--- config.mk ---
export PLATFORM = sky130hd
export DESIGN_NAME = tyr_core
export DESIGN_NICKNAME = d
export VERILOG_FILES = /design/src/source/tyr_pkg.sv /design/src/source/tyr_core.sv /design/src/source/tyr_execute.sv /design/src/source/tyr_decode.sv /design/src/source/tyr_regfile.sv /design/src/source/tyr_fetch.sv
export SDC_FILE = /design/constraint.sdc
export NUM_CORES = 2
export LEC_CHECK = 0
export ABC_CLOCK_PERIOD_IN_PS = 12200
export BUFFER_PORTS_ARGS = -buffer_cell sky130_fd_sc_hd__buf_2
export CORE_ASPECT_RATIO = 0.5
export CORE_MARGIN = 1
export CORE_UTILIZATION = 40
export DETAILED_ROUTE_END_ITERATION = 10
export GPL_TIMING_DRIVEN = 0
export PLACE_DENSITY_LB_ADDON = 0.12
export SLEW_MARGIN = 40
export SYNTH_ARGS = -nofsm -noshare
export SYNTH_HDL_FRONTEND = slang
export SYNTH_SLANG_ARGS = --single-unit
--- constraint.sdc ---
create_clock -name clk -period 12.2 [get_ports clk]
set_clock_uncertainty 0.15 [all_clocks]
set_input_delay 2.44 -clock clk [delete_from_list [all_inputs] [get_ports clk]]
set_output_delay 2.44 -clock clk [all_outputs]
set_load 0.02 [all_outputs]
--- src/source/tyr_pkg.sv ---
package tyr_pkg;

    localparam logic [3:0] REG_ZERO      = 4'd0;  // Reads as zero, writes dropped
    localparam logic [3:0] REG_P         = 4'd15; // Program counter
    localparam logic [3:0] CLASS_ILLEGAL = 4'hf;

    typedef enum logic [3:0] {
        OP_OR   = 4'd0,
        OP_AND  = 4'd1,
        OP_ADD  = 4'd2,
        OP_MUL  = 4'd3,
        OP_SHL  = 4'd5,
        OP_CLT  = 4'd6,
        OP_CEQ  = 4'd7,
        OP_CGT  = 4'd8,
        OP_ANDN = 4'd9,
        OP_XOR  = 4'd10,
        OP_SUB  = 4'd11,
        OP_XORN = 4'd12,
        OP_SHR  = 4'd13,
        OP_CNE  = 4'd14
    } alu_op_e;

    // Normal instruction layout
    typedef struct packed {
        logic        cls;   // Set for invalid and illegal words
        logic        typ;   // Swaps Y and immediate
        logic [1:0]  deref;
        logic [3:0]  z;
        logic [3:0]  x;
        logic [3:0]  y;
        alu_op_e     op;
        logic [11:0] imm;
    } insn_fields_t;

    // Coarse view for classification
    typedef struct packed {
        logic [3:0]  nib;
        logic [27:0] payload;
    } insn_class_t;

    typedef union packed {
        insn_fields_t fields;
        insn_class_t  cls;
    } insn_u;

    function automatic logic insn_is_legal(input insn_u w);
        return !w.cls.nib[3];
    endfunction

    function automatic logic insn_is_illegal(input insn_u w);
        return w.cls.nib == CLASS_ILLEGAL;
    endfunction

    function automatic logic [31:0] sext_imm(input logic [11:0] imm);
        return {{20{imm[11]}}, imm};
    endfunction

endpackage
--- src/source/tyr_core.sv ---
`timescale 1ns/1ps

module tyr_core import tyr_pkg::*; #(
    parameter logic [31:0] RESET_VECTOR = 32'h0
) (
    input  logic        clk,
    input  logic        reset_n,
    input  logic        i_en,
    input  logic [31:0] i_insn_data,
    input  logic [31:0] i_mem_rdata,
    output logic [31:0] o_insn_addr,
    output logic [31:0] o_mem_addr,
    output logic [31:0] o_mem_wdata,
    output logic        o_mem_we,
    output logic        o_mem_re,
    output logic        o_halt
);

    insn_u       f_insn;
    logic [31:0] f_pc;
    logic        f_valid;

    logic [3:0]  rd_x_idx;
    logic [3:0]  rd_y_idx;
    logic [3:0]  rd_z_idx;
    logic [31:0] rd_x;
    logic [31:0] rd_y;
    logic [31:0] rd_z;

    logic [31:0] d_x;
    logic [31:0] d_y;
    logic [31:0] d_z;
    logic [11:0] d_imm;
    alu_op_e     d_op;
    logic        d_type;
    logic [1:0]  d_deref;
    logic [3:0]  d_zidx;
    logic        d_valid;
    logic        d_illegal;

    logic        wr_en;
    logic [3:0]  wr_idx;
    logic [31:0] wr_data;
    logic        redirect;
    logic [31:0] redirect_addr;

    tyr_fetch #(.RESET_VECTOR(RESET_VECTOR)) fetch_inst (
        .clk(clk), .reset_n(reset_n), .i_en(i_en),
        .i_insn_data(i_insn_data),
        .i_redirect(redirect), .i_redirect_addr(redirect_addr),
        .i_halt(o_halt),
        .o_insn_addr(o_insn_addr),
        .o_f_insn(f_insn), .o_f_pc(f_pc), .o_f_valid(f_valid)
    );

    tyr_regfile regfile_inst (
        .clk(clk), .reset_n(reset_n),
        .i_rd_x_idx(rd_x_idx), .i_rd_y_idx(rd_y_idx), .i_rd_z_idx(rd_z_idx),
        .i_wr_en(wr_en), .i_wr_idx(wr_idx), .i_wr_data(wr_data),
        .o_rd_x(rd_x), .o_rd_y(rd_y), .o_rd_z(rd_z)
    );

    // Forwarding taps the execute write port directly
    tyr_decode decode_inst (
        .clk(clk), .reset_n(reset_n), .i_en(i_en),
        .i_f_insn(f_insn), .i_f_pc(f_pc), .i_f_valid(f_valid), .i_flush(redirect),
        .i_rd_x(rd_x), .i_rd_y(rd_y), .i_rd_z(rd_z),
        .i_fwd_en(wr_en), .i_fwd_idx(wr_idx), .i_fwd_data(wr_data),
        .o_rd_x_idx(rd_x_idx), .o_rd_y_idx(rd_y_idx), .o_rd_z_idx(rd_z_idx),
        .o_d_x(d_x), .o_d_y(d_y), .o_d_z(d_z), .o_d_imm(d_imm), .o_d_op(d_op),
        .o_d_type(d_type), .o_d_deref(d_deref), .o_d_zidx(d_zidx),
        .o_d_valid(d_valid), .o_d_illegal(d_illegal)
    );

    tyr_execute execute_inst (
        .clk(clk), .reset_n(reset_n), .i_en(i_en),
        .i_d_x(d_x), .i_d_y(d_y), .i_d_z(d_z), .i_d_imm(d_imm), .i_d_op(d_op),
        .i_d_type(d_type), .i_d_deref(d_deref), .i_d_zidx(d_zidx),
        .i_d_valid(d_valid), .i_d_illegal(d_illegal),
        .i_mem_rdata(i_mem_rdata),
        .o_mem_addr(o_mem_addr), .o_mem_wdata(o_mem_wdata),
        .o_mem_we(o_mem_we), .o_mem_re(o_mem_re),
        .o_wr_en(wr_en), .o_wr_idx(wr_idx), .o_wr_data(wr_data),
        .o_redirect(redirect), .o_redirect_addr(redirect_addr),
        .o_halt(o_halt)
    );

endmodule

--- src/source/tyr_execute.sv ---
`timescale 1ns/1ps

module tyr_execute import tyr_pkg::*; (
    input  logic        clk,
    input  logic        reset_n,
    input  logic        i_en,
    input  logic [31:0] i_d_x,
    input  logic [31:0] i_d_y,
    input  logic [31:0] i_d_z,
    input  logic [11:0] i_d_imm,
    input  alu_op_e     i_d_op,
    input  logic        i_d_type,
    input  logic [1:0]  i_d_deref,
    input  logic [3:0]  i_d_zidx,
    input  logic        i_d_valid,
    input  logic        i_d_illegal,
    input  logic [31:0] i_mem_rdata,
    output logic [31:0] o_mem_addr,
    output logic [31:0] o_mem_wdata,
    output logic        o_mem_we,
    output logic        o_mem_re,
    output logic        o_wr_en,
    output logic [3:0]  o_wr_idx,
    output logic [31:0] o_wr_data,
    output logic        o_redirect,
    output logic [31:0] o_redirect_addr,
    output logic        o_halt
);

    logic [31:0] imm_x;
    logic [31:0] opnd;
    logic [31:0] addend;
    logic [31:0] alu;
    logic [31:0] rhs;
    logic        active;
    logic        to_reg;
    logic        halt_q;

    assign imm_x  = sext_imm(i_d_imm);
    assign opnd   = i_d_type ? imm_x : i_d_y;  // Type 1 swaps Y and immediate
    assign addend = i_d_type ? i_d_y : imm_x;

    always_comb begin
        case (i_d_op)
            OP_OR:   alu = i_d_x | opnd;
            OP_AND:  alu = i_d_x & opnd;
            OP_ADD:  alu = i_d_x + opnd;
            OP_MUL:  alu = i_d_x * opnd;
            OP_SHL:  alu = i_d_x << opnd;
            OP_CLT:  alu = {32{i_d_x < opnd}};   // True is all ones
            OP_CEQ:  alu = {32{i_d_x == opnd}};
            OP_CGT:  alu = {32{i_d_x > opnd}};
            OP_ANDN: alu = i_d_x & ~opnd;
            OP_XOR:  alu = i_d_x ^ opnd;
            OP_SUB:  alu = i_d_x - opnd;
            OP_XORN: alu = i_d_x ^ ~opnd;
            OP_SHR:  alu = i_d_x >> opnd;
            OP_CNE:  alu = {32{i_d_x != opnd}};
            default: alu = 32'd0;                // Reserved codes
        endcase
    end

    assign rhs = alu + addend;

    assign active = i_en && i_d_valid && !i_d_illegal && !halt_q;
    assign to_reg = active && !i_d_deref[1];

    // Load or store address is the result, except 10 which addresses Z
    assign o_mem_addr  = i_d_deref[0] ? rhs : i_d_z;
    assign o_mem_wdata = i_d_deref[0] ? i_d_z : rhs;
    assign o_mem_we    = active && i_d_deref[1];
    assign o_mem_re    = active && (i_d_deref == 2'b01);

    assign o_wr_idx  = i_d_zidx;
    assign o_wr_data = i_d_deref[0] ? i_mem_rdata : rhs;
    assign o_wr_en   = to_reg && i_d_zidx != REG_ZERO && i_d_zidx != REG_P;

    // Writing P is a jump
    assign o_redirect      = to_reg && i_d_zidx == REG_P;
    assign o_redirect_addr = o_wr_data;

    assign o_halt = halt_q;

    always_ff @(posedge clk) begin
        if (reset_n)
            halt_q <= 1'b0;
        else if (i_en && i_d_valid && i_d_illegal)
            halt_q <= 1'b1;
    end

    a_we_re_exclusive: assert property (
        @(posedge clk) disable iff (reset_n) !(o_mem_we && o_mem_re)
    ) else $error("store and load strobes together");

    a_halt_sticky: assert property (
        @(posedge clk) disable iff (reset_n) o_halt |=> o_halt
    ) else $error("halt dropped without reset");

endmodule

--- src/source/tyr_decode.sv ---
`timescale 1ns/1ps

module tyr_decode import tyr_pkg::*; (
    input  logic        clk,
    input  logic        reset_n,
    input  logic        i_en,
    input  insn_u       i_f_insn,
    input  logic [31:0] i_f_pc,
    input  logic        i_f_valid,
    input  logic        i_flush,
    input  logic [31:0] i_rd_x,
    input  logic [31:0] i_rd_y,
    input  logic [31:0] i_rd_z,
    input  logic        i_fwd_en,
    input  logic [3:0]  i_fwd_idx,
    input  logic [31:0] i_fwd_data,
    output logic [3:0]  o_rd_x_idx,
    output logic [3:0]  o_rd_y_idx,
    output logic [3:0]  o_rd_z_idx,
    output logic [31:0] o_d_x,
    output logic [31:0] o_d_y,
    output logic [31:0] o_d_z,
    output logic [11:0] o_d_imm,
    output alu_op_e     o_d_op,
    output logic        o_d_type,
    output logic [1:0]  o_d_deref,
    output logic [3:0]  o_d_zidx,
    output logic        o_d_valid,
    output logic        o_d_illegal
);

    logic [31:0] pc_plus1;
    logic        legal;
    logic        illegal;
    logic        keep;
    logic [31:0] x_val;
    logic [31:0] y_val;
    logic [31:0] z_val;

    // P+1, then the result being written this cycle, then the file
    function automatic logic [31:0] operand(input logic [3:0] idx, input logic [31:0] rf_val,
                                            input logic [31:0] pc1, input logic fwd_en,
                                            input logic [3:0] fwd_idx,
                                            input logic [31:0] fwd_data);
        if (idx == REG_P)
            return pc1;
        if (fwd_en && fwd_idx == idx && idx != REG_ZERO)
            return fwd_data;
        return rf_val;
    endfunction

    assign o_rd_x_idx = i_f_insn.fields.x;
    assign o_rd_y_idx = i_f_insn.fields.y;
    assign o_rd_z_idx = i_f_insn.fields.z;

    assign pc_plus1 = i_f_pc + 32'd1;
    assign legal    = insn_is_legal(i_f_insn);
    assign illegal  = insn_is_illegal(i_f_insn);
    assign keep     = i_f_valid && !i_flush;  // Younger than a jump otherwise

    assign x_val = operand(o_rd_x_idx, i_rd_x, pc_plus1, i_fwd_en, i_fwd_idx, i_fwd_data);
    assign y_val = operand(o_rd_y_idx, i_rd_y, pc_plus1, i_fwd_en, i_fwd_idx, i_fwd_data);
    assign z_val = operand(o_rd_z_idx, i_rd_z, pc_plus1, i_fwd_en, i_fwd_idx, i_fwd_data);

    always_ff @(posedge clk) begin
        if (reset_n) begin
            o_d_valid   <= 1'b0;
            o_d_illegal <= 1'b0;
        end else if (i_en) begin
            o_d_valid   <= keep && (legal || illegal); // Invalid words become bubbles
            o_d_illegal <= keep && illegal;
        end
    end

    always_ff @(posedge clk) begin
        if (i_en) begin
            o_d_x     <= x_val;
            o_d_y     <= y_val;
            o_d_z     <= z_val;
            o_d_imm   <= i_f_insn.fields.imm;
            o_d_op    <= i_f_insn.fields.op;
            o_d_type  <= i_f_insn.fields.typ;
            o_d_deref <= i_f_insn.fields.deref;
            o_d_zidx  <= i_f_insn.fields.z;
        end
    end

endmodule

--- src/source/tyr_regfile.sv ---
`timescale 1ns/1ps

module tyr_regfile import tyr_pkg::*; (
    input  logic        clk,
    input  logic        reset_n,
    input  logic [3:0]  i_rd_x_idx,
    input  logic [3:0]  i_rd_y_idx,
    input  logic [3:0]  i_rd_z_idx,
    input  logic        i_wr_en,
    input  logic [3:0]  i_wr_idx,
    input  logic [31:0] i_wr_data,
    output logic [31:0] o_rd_x,
    output logic [31:0] o_rd_y,
    output logic [31:0] o_rd_z
);

    // Only the general registers live here; P is kept by fetch
    logic [31:0] regs_q [1:14];

    // Index 0 and P read as zero, P is replaced in decode
    assign o_rd_x = (i_rd_x_idx == REG_ZERO || i_rd_x_idx == REG_P) ? 32'd0
                                                                    : regs_q[i_rd_x_idx];
    assign o_rd_y = (i_rd_y_idx == REG_ZERO || i_rd_y_idx == REG_P) ? 32'd0
                                                                    : regs_q[i_rd_y_idx];
    assign o_rd_z = (i_rd_z_idx == REG_ZERO || i_rd_z_idx == REG_P) ? 32'd0
                                                                    : regs_q[i_rd_z_idx];

    always_ff @(posedge clk) begin
        if (reset_n) begin
            for (int i = 1; i <= 14; i++)
                regs_q[i] <= 32'd0;
        end else if (i_wr_en && i_wr_idx != REG_ZERO && i_wr_idx != REG_P) begin
            regs_q[i_wr_idx] <= i_wr_data;
        end
    end

    // Execute turns Z=0 into a drop and Z=P into a redirect
    a_no_special_write: assert property (
        @(posedge clk) disable iff (reset_n)
        i_wr_en |-> (i_wr_idx != REG_ZERO && i_wr_idx != REG_P)
    ) else $error("register write to index %0d", i_wr_idx);

endmodule

--- src/source/tyr_fetch.sv ---
`timescale 1ns/1ps

module tyr_fetch import tyr_pkg::*; #(
    parameter logic [31:0] RESET_VECTOR = 32'h0
) (
    input  logic        clk,
    input  logic        reset_n,
    input  logic        i_en,
    input  logic [31:0] i_insn_data,
    input  logic        i_redirect,
    input  logic [31:0] i_redirect_addr,
    input  logic        i_halt,
    output logic [31:0] o_insn_addr,
    output insn_u       o_f_insn,
    output logic [31:0] o_f_pc,
    output logic        o_f_valid
);

    logic [31:0] pc_q;

    assign o_insn_addr = pc_q;

    always_ff @(posedge clk) begin
        if (reset_n) begin
            pc_q      <= RESET_VECTOR;
            o_f_valid <= 1'b0;
        end else if (i_en) begin
            if (i_redirect)
                pc_q <= i_redirect_addr; // Jump from execute
            else if (!i_halt)
                pc_q <= pc_q + 32'd1;
            o_f_valid <= !i_redirect;    // Drop the word fetched on the old path
        end
    end

    // Fetched word and its address
    always_ff @(posedge clk) begin
        if (i_en) begin
            o_f_insn <= i_insn_data;
            o_f_pc   <= pc_q;
        end
    end

    // Wrong-path word must not reach decode
    a_redirect_flush: assert property (
        @(posedge clk) disable iff (reset_n) (i_en && i_redirect) |=> !o_f_valid
    ) else $error("fetch kept a word across a redirect");

endmodule

==> flow_summary.toml <==
[global_route]
grt_pass1_vias = 58800
grt_overflow = 0
antenna_found_initial = 24
grt_pass1_wl_mm = 487
grt_max_degree = 83
track_usage_pct = 41.9

[timing]
worst_slack_ps = -1250
period_needed_ps = 13450
finalSetupViolations = 40
setup_tns_ps = -29260
finalMaxSlewViolations = 0
finalCritPeriodShare_pct = 110
relSlewSlack_pct = 32.0
max_freq_mhz = 74.3
worst_slew_pin_slew_ps = 1020
hold_violations = 0
rsz0062_at_grt = "true"

[yosys]
synth_edf_count = 695
ys_seq_area_share_pct = 32.6
synth-seq-cells = 743
yosysTopAreaCell = "edfxtp_1"
synthArstFlopShare_pct = 0
synth_ff_type = "edfxtp_1"
ys_warn_count = 0
synthTopCellsByArea = "edfxtp_1 (31%), mux4_2 (15%), fa_1 (12%), nor2_1 (5.7%), ha_1 (4.7%)"
syn_avg_cell_area_um2 = 10.4
synthCells = 6442
synth_cell_types = 91
synth_top_area_share_pct = 31.2
syn_area_mm2 = 0.0670

[clocking]
holdBufCountCts = 0
htree_levels = 3
cts_made_buffers = 84
cts_root_buf = "clkbuf_16"
cts_sinks = 743
clockBufferDepth = 3
cts_tree = "done"
clk_latency_ps = 730
clk_pin_slew_worst_paths_ps = 60

[critical_path]
start_kind = "register"
rrSetupSlack_ps = 240
crit_arrival_ps = 10860
cp_max_fo = 10
cp-end-kind = "output port"
max_stage_delay_ps = 760
critPathKind = "reg2out"
required_ps = 9610
cp_slowest_cell = "edfxtp_1"
crit_top_cell = "fa_1"

[finish]
area_growth_pct = 21.1
drive_above_1_share_pct = 26.0
design_area_mm2 = 0.0811
utilization_pct = 49.1
mostFrequentLayoutCells = "nor2_1 (979), edfxtp_1 (695), nand2_1 (585), inv_1 (502), mux4_2 (450)"
final_nets = 7780
final_common_cell = "nor2_1"

[floorplanning]
die_h_um = 291
start_util_pct = 40.6
die_w_um = 581
io_pins = 166
rows = 105
core_mm2 = 0.165
die_area_mm2 = 0.169

[route]
drtAntennaViolNets = 0
drt-vias-per-instance = 6.57
wire_per_inst_um = 38.9
drt-pass1-iter-count = 9
drc = 0
drt_iter0_drc = 9262
drt-total-wl_mm = 363
vias = 61200

[placement]
portBuffers = 164
hpwlAfterDp_mm = 279
gp_congestion = 1.05
dpl_cell_area_mm2 = 0.0724

[run_status]
violations = "setup timing"
outcome = "finished, violations left"

[run]
maxCapViolCount = 0

[worst_hold_path]
holdCritPathClass = "reg2reg"
==> metal layers <==
metal  share of wire (%)  global-route usage [%]  up-vias
met3                  12                    11.3      988
met2                  42                    62.0     4511
met1                  39                    55.5    31500
met5               0.031                       0        -
met4                 7.0                    24.0       18
li1                    -                       -    24100
==> metrics by stage <==
step	hold WS, ps	instances	setup slack [ps]
finish	269	9318	-1250
detailed placement	255	8914	-3600
CTS	269	9208	-1330
floorplan	250	6505	8.47
global route	282	9313	-1420
global placement	255	8862	-3630
==> worst max-delay path, delay by kind of cell, from the launching register on <==
family                     cells  cell delay, ps
adders and majority gates     10            4600
AOI/OAI and AO/OA              9            1760
buffers and inverters          6            1440
and+or+nand+nor                6            1110
DFF                            1             760
xor gates and xnor gates       2             480
==> state kept, by name (all words and copies together) (netlist names), 2 cells and up, named ones only <==
register and cells:
fetch_inst.o_insn_addr 32, decode_inst.o_d_y 32, decode_inst.o_d_x 32, decode_inst.o_d_deref 2, decode_inst.o_d_op 4, decode_inst.o_d_z 32
decode_inst.o_d_zidx 4, regfile_inst.regs_q 512, decode_inst.o_d_imm 12, fetch_inst.o_f_insn 32, fetch_inst.o_f_pc 32
==> what timing repair did <==
action	CTS	global route
gates resized for setup	529	358
cloned	0	3
pin swaps	146	175
buffers inserted	152	118
setup endpoints to repair	470	66
==> cells in the mapped netlist, types with 16 or more instances <==
library cell	n
o211ai_1	39
o21bai_1	26
edfxtp_1	695
ha_1	252
nand4_1	26
a31oi_1	33
inv_1	527
inv_2	16
o21a_1	22
dfxtp_1	48
o2111ai_1	20
nand2b_1	52
mux2_2	86
xnor2_1	146
xor2_1	63
nor3_1	53
a22oi_1	38
mux4_2	450
and2_1	36
o22ai_1	62
nand3_1	86
a211oi_1	49
nor2b_1	35
mux2i_1	107
a21o_1	62
a221o_1	16
nor2_1	1009
and3_1	40
o2bb2ai_1	24
a21oi_1	277
nand2_1	603
clkbuf_1	370
nor4_1	21
o21ai_0	316
fa_1	411
buf_1	93
==> layout make-up <==
type	instances	area, µm²
repair buffers	479	4430
well taps	2193	2740
fillers	15100	83900
flip-flops and latches	743	21800
diodes	5	12.5
repair inverters	1	5.00
clock buffers	108	2210
multi-input cells	4728	44500
inverters	559	2230
plain buffers	454	2570
clock inverters	48	566
==> worst paths after layout <==
| path | depth (start not counted) | to | startpoint |
|---|---|---|---|
| worst max register to register | 44 | decode_inst.o_d_z[30]$_DFFE_PP_ | decode_inst.o_d_x[20]$_DFFE_PP_ |
| worst max-delay path | 33 | o_mem_wdata[30] | decode_inst.o_d_x[20]$_DFFE_PP_ |
| worst min-delay path | 0 | decode_inst.o_d_op[2]$_DFFE_PP_ | fetch_inst.o_f_insn[14]$_DFFE_PP_ |
| worst min register to register | 0 | decode_inst.o_d_op[2]$_DFFE_PP_ | fetch_inst.o_f_insn[14]$_DFFE_PP_ |
==> logic make-up after synthesis <==
family / Yosys count / synth area share (%)
AOI/OAI and AO/OA: 1113 / 10.5
other: 1 / 0.00560
adders and majority gates: 663 / 17.0
DFF: 743 / 32.6
muxes: 651 / 18.4
and+or+nand+nor: 2026 / 12.8
xor gates and xnor gates: 211 / 2.80
buffers and inverters: 1034 / 5.87
Power is not shown: default switching activity piles up to over one toggle a cycle in this logic, so the estimate is an artifact.
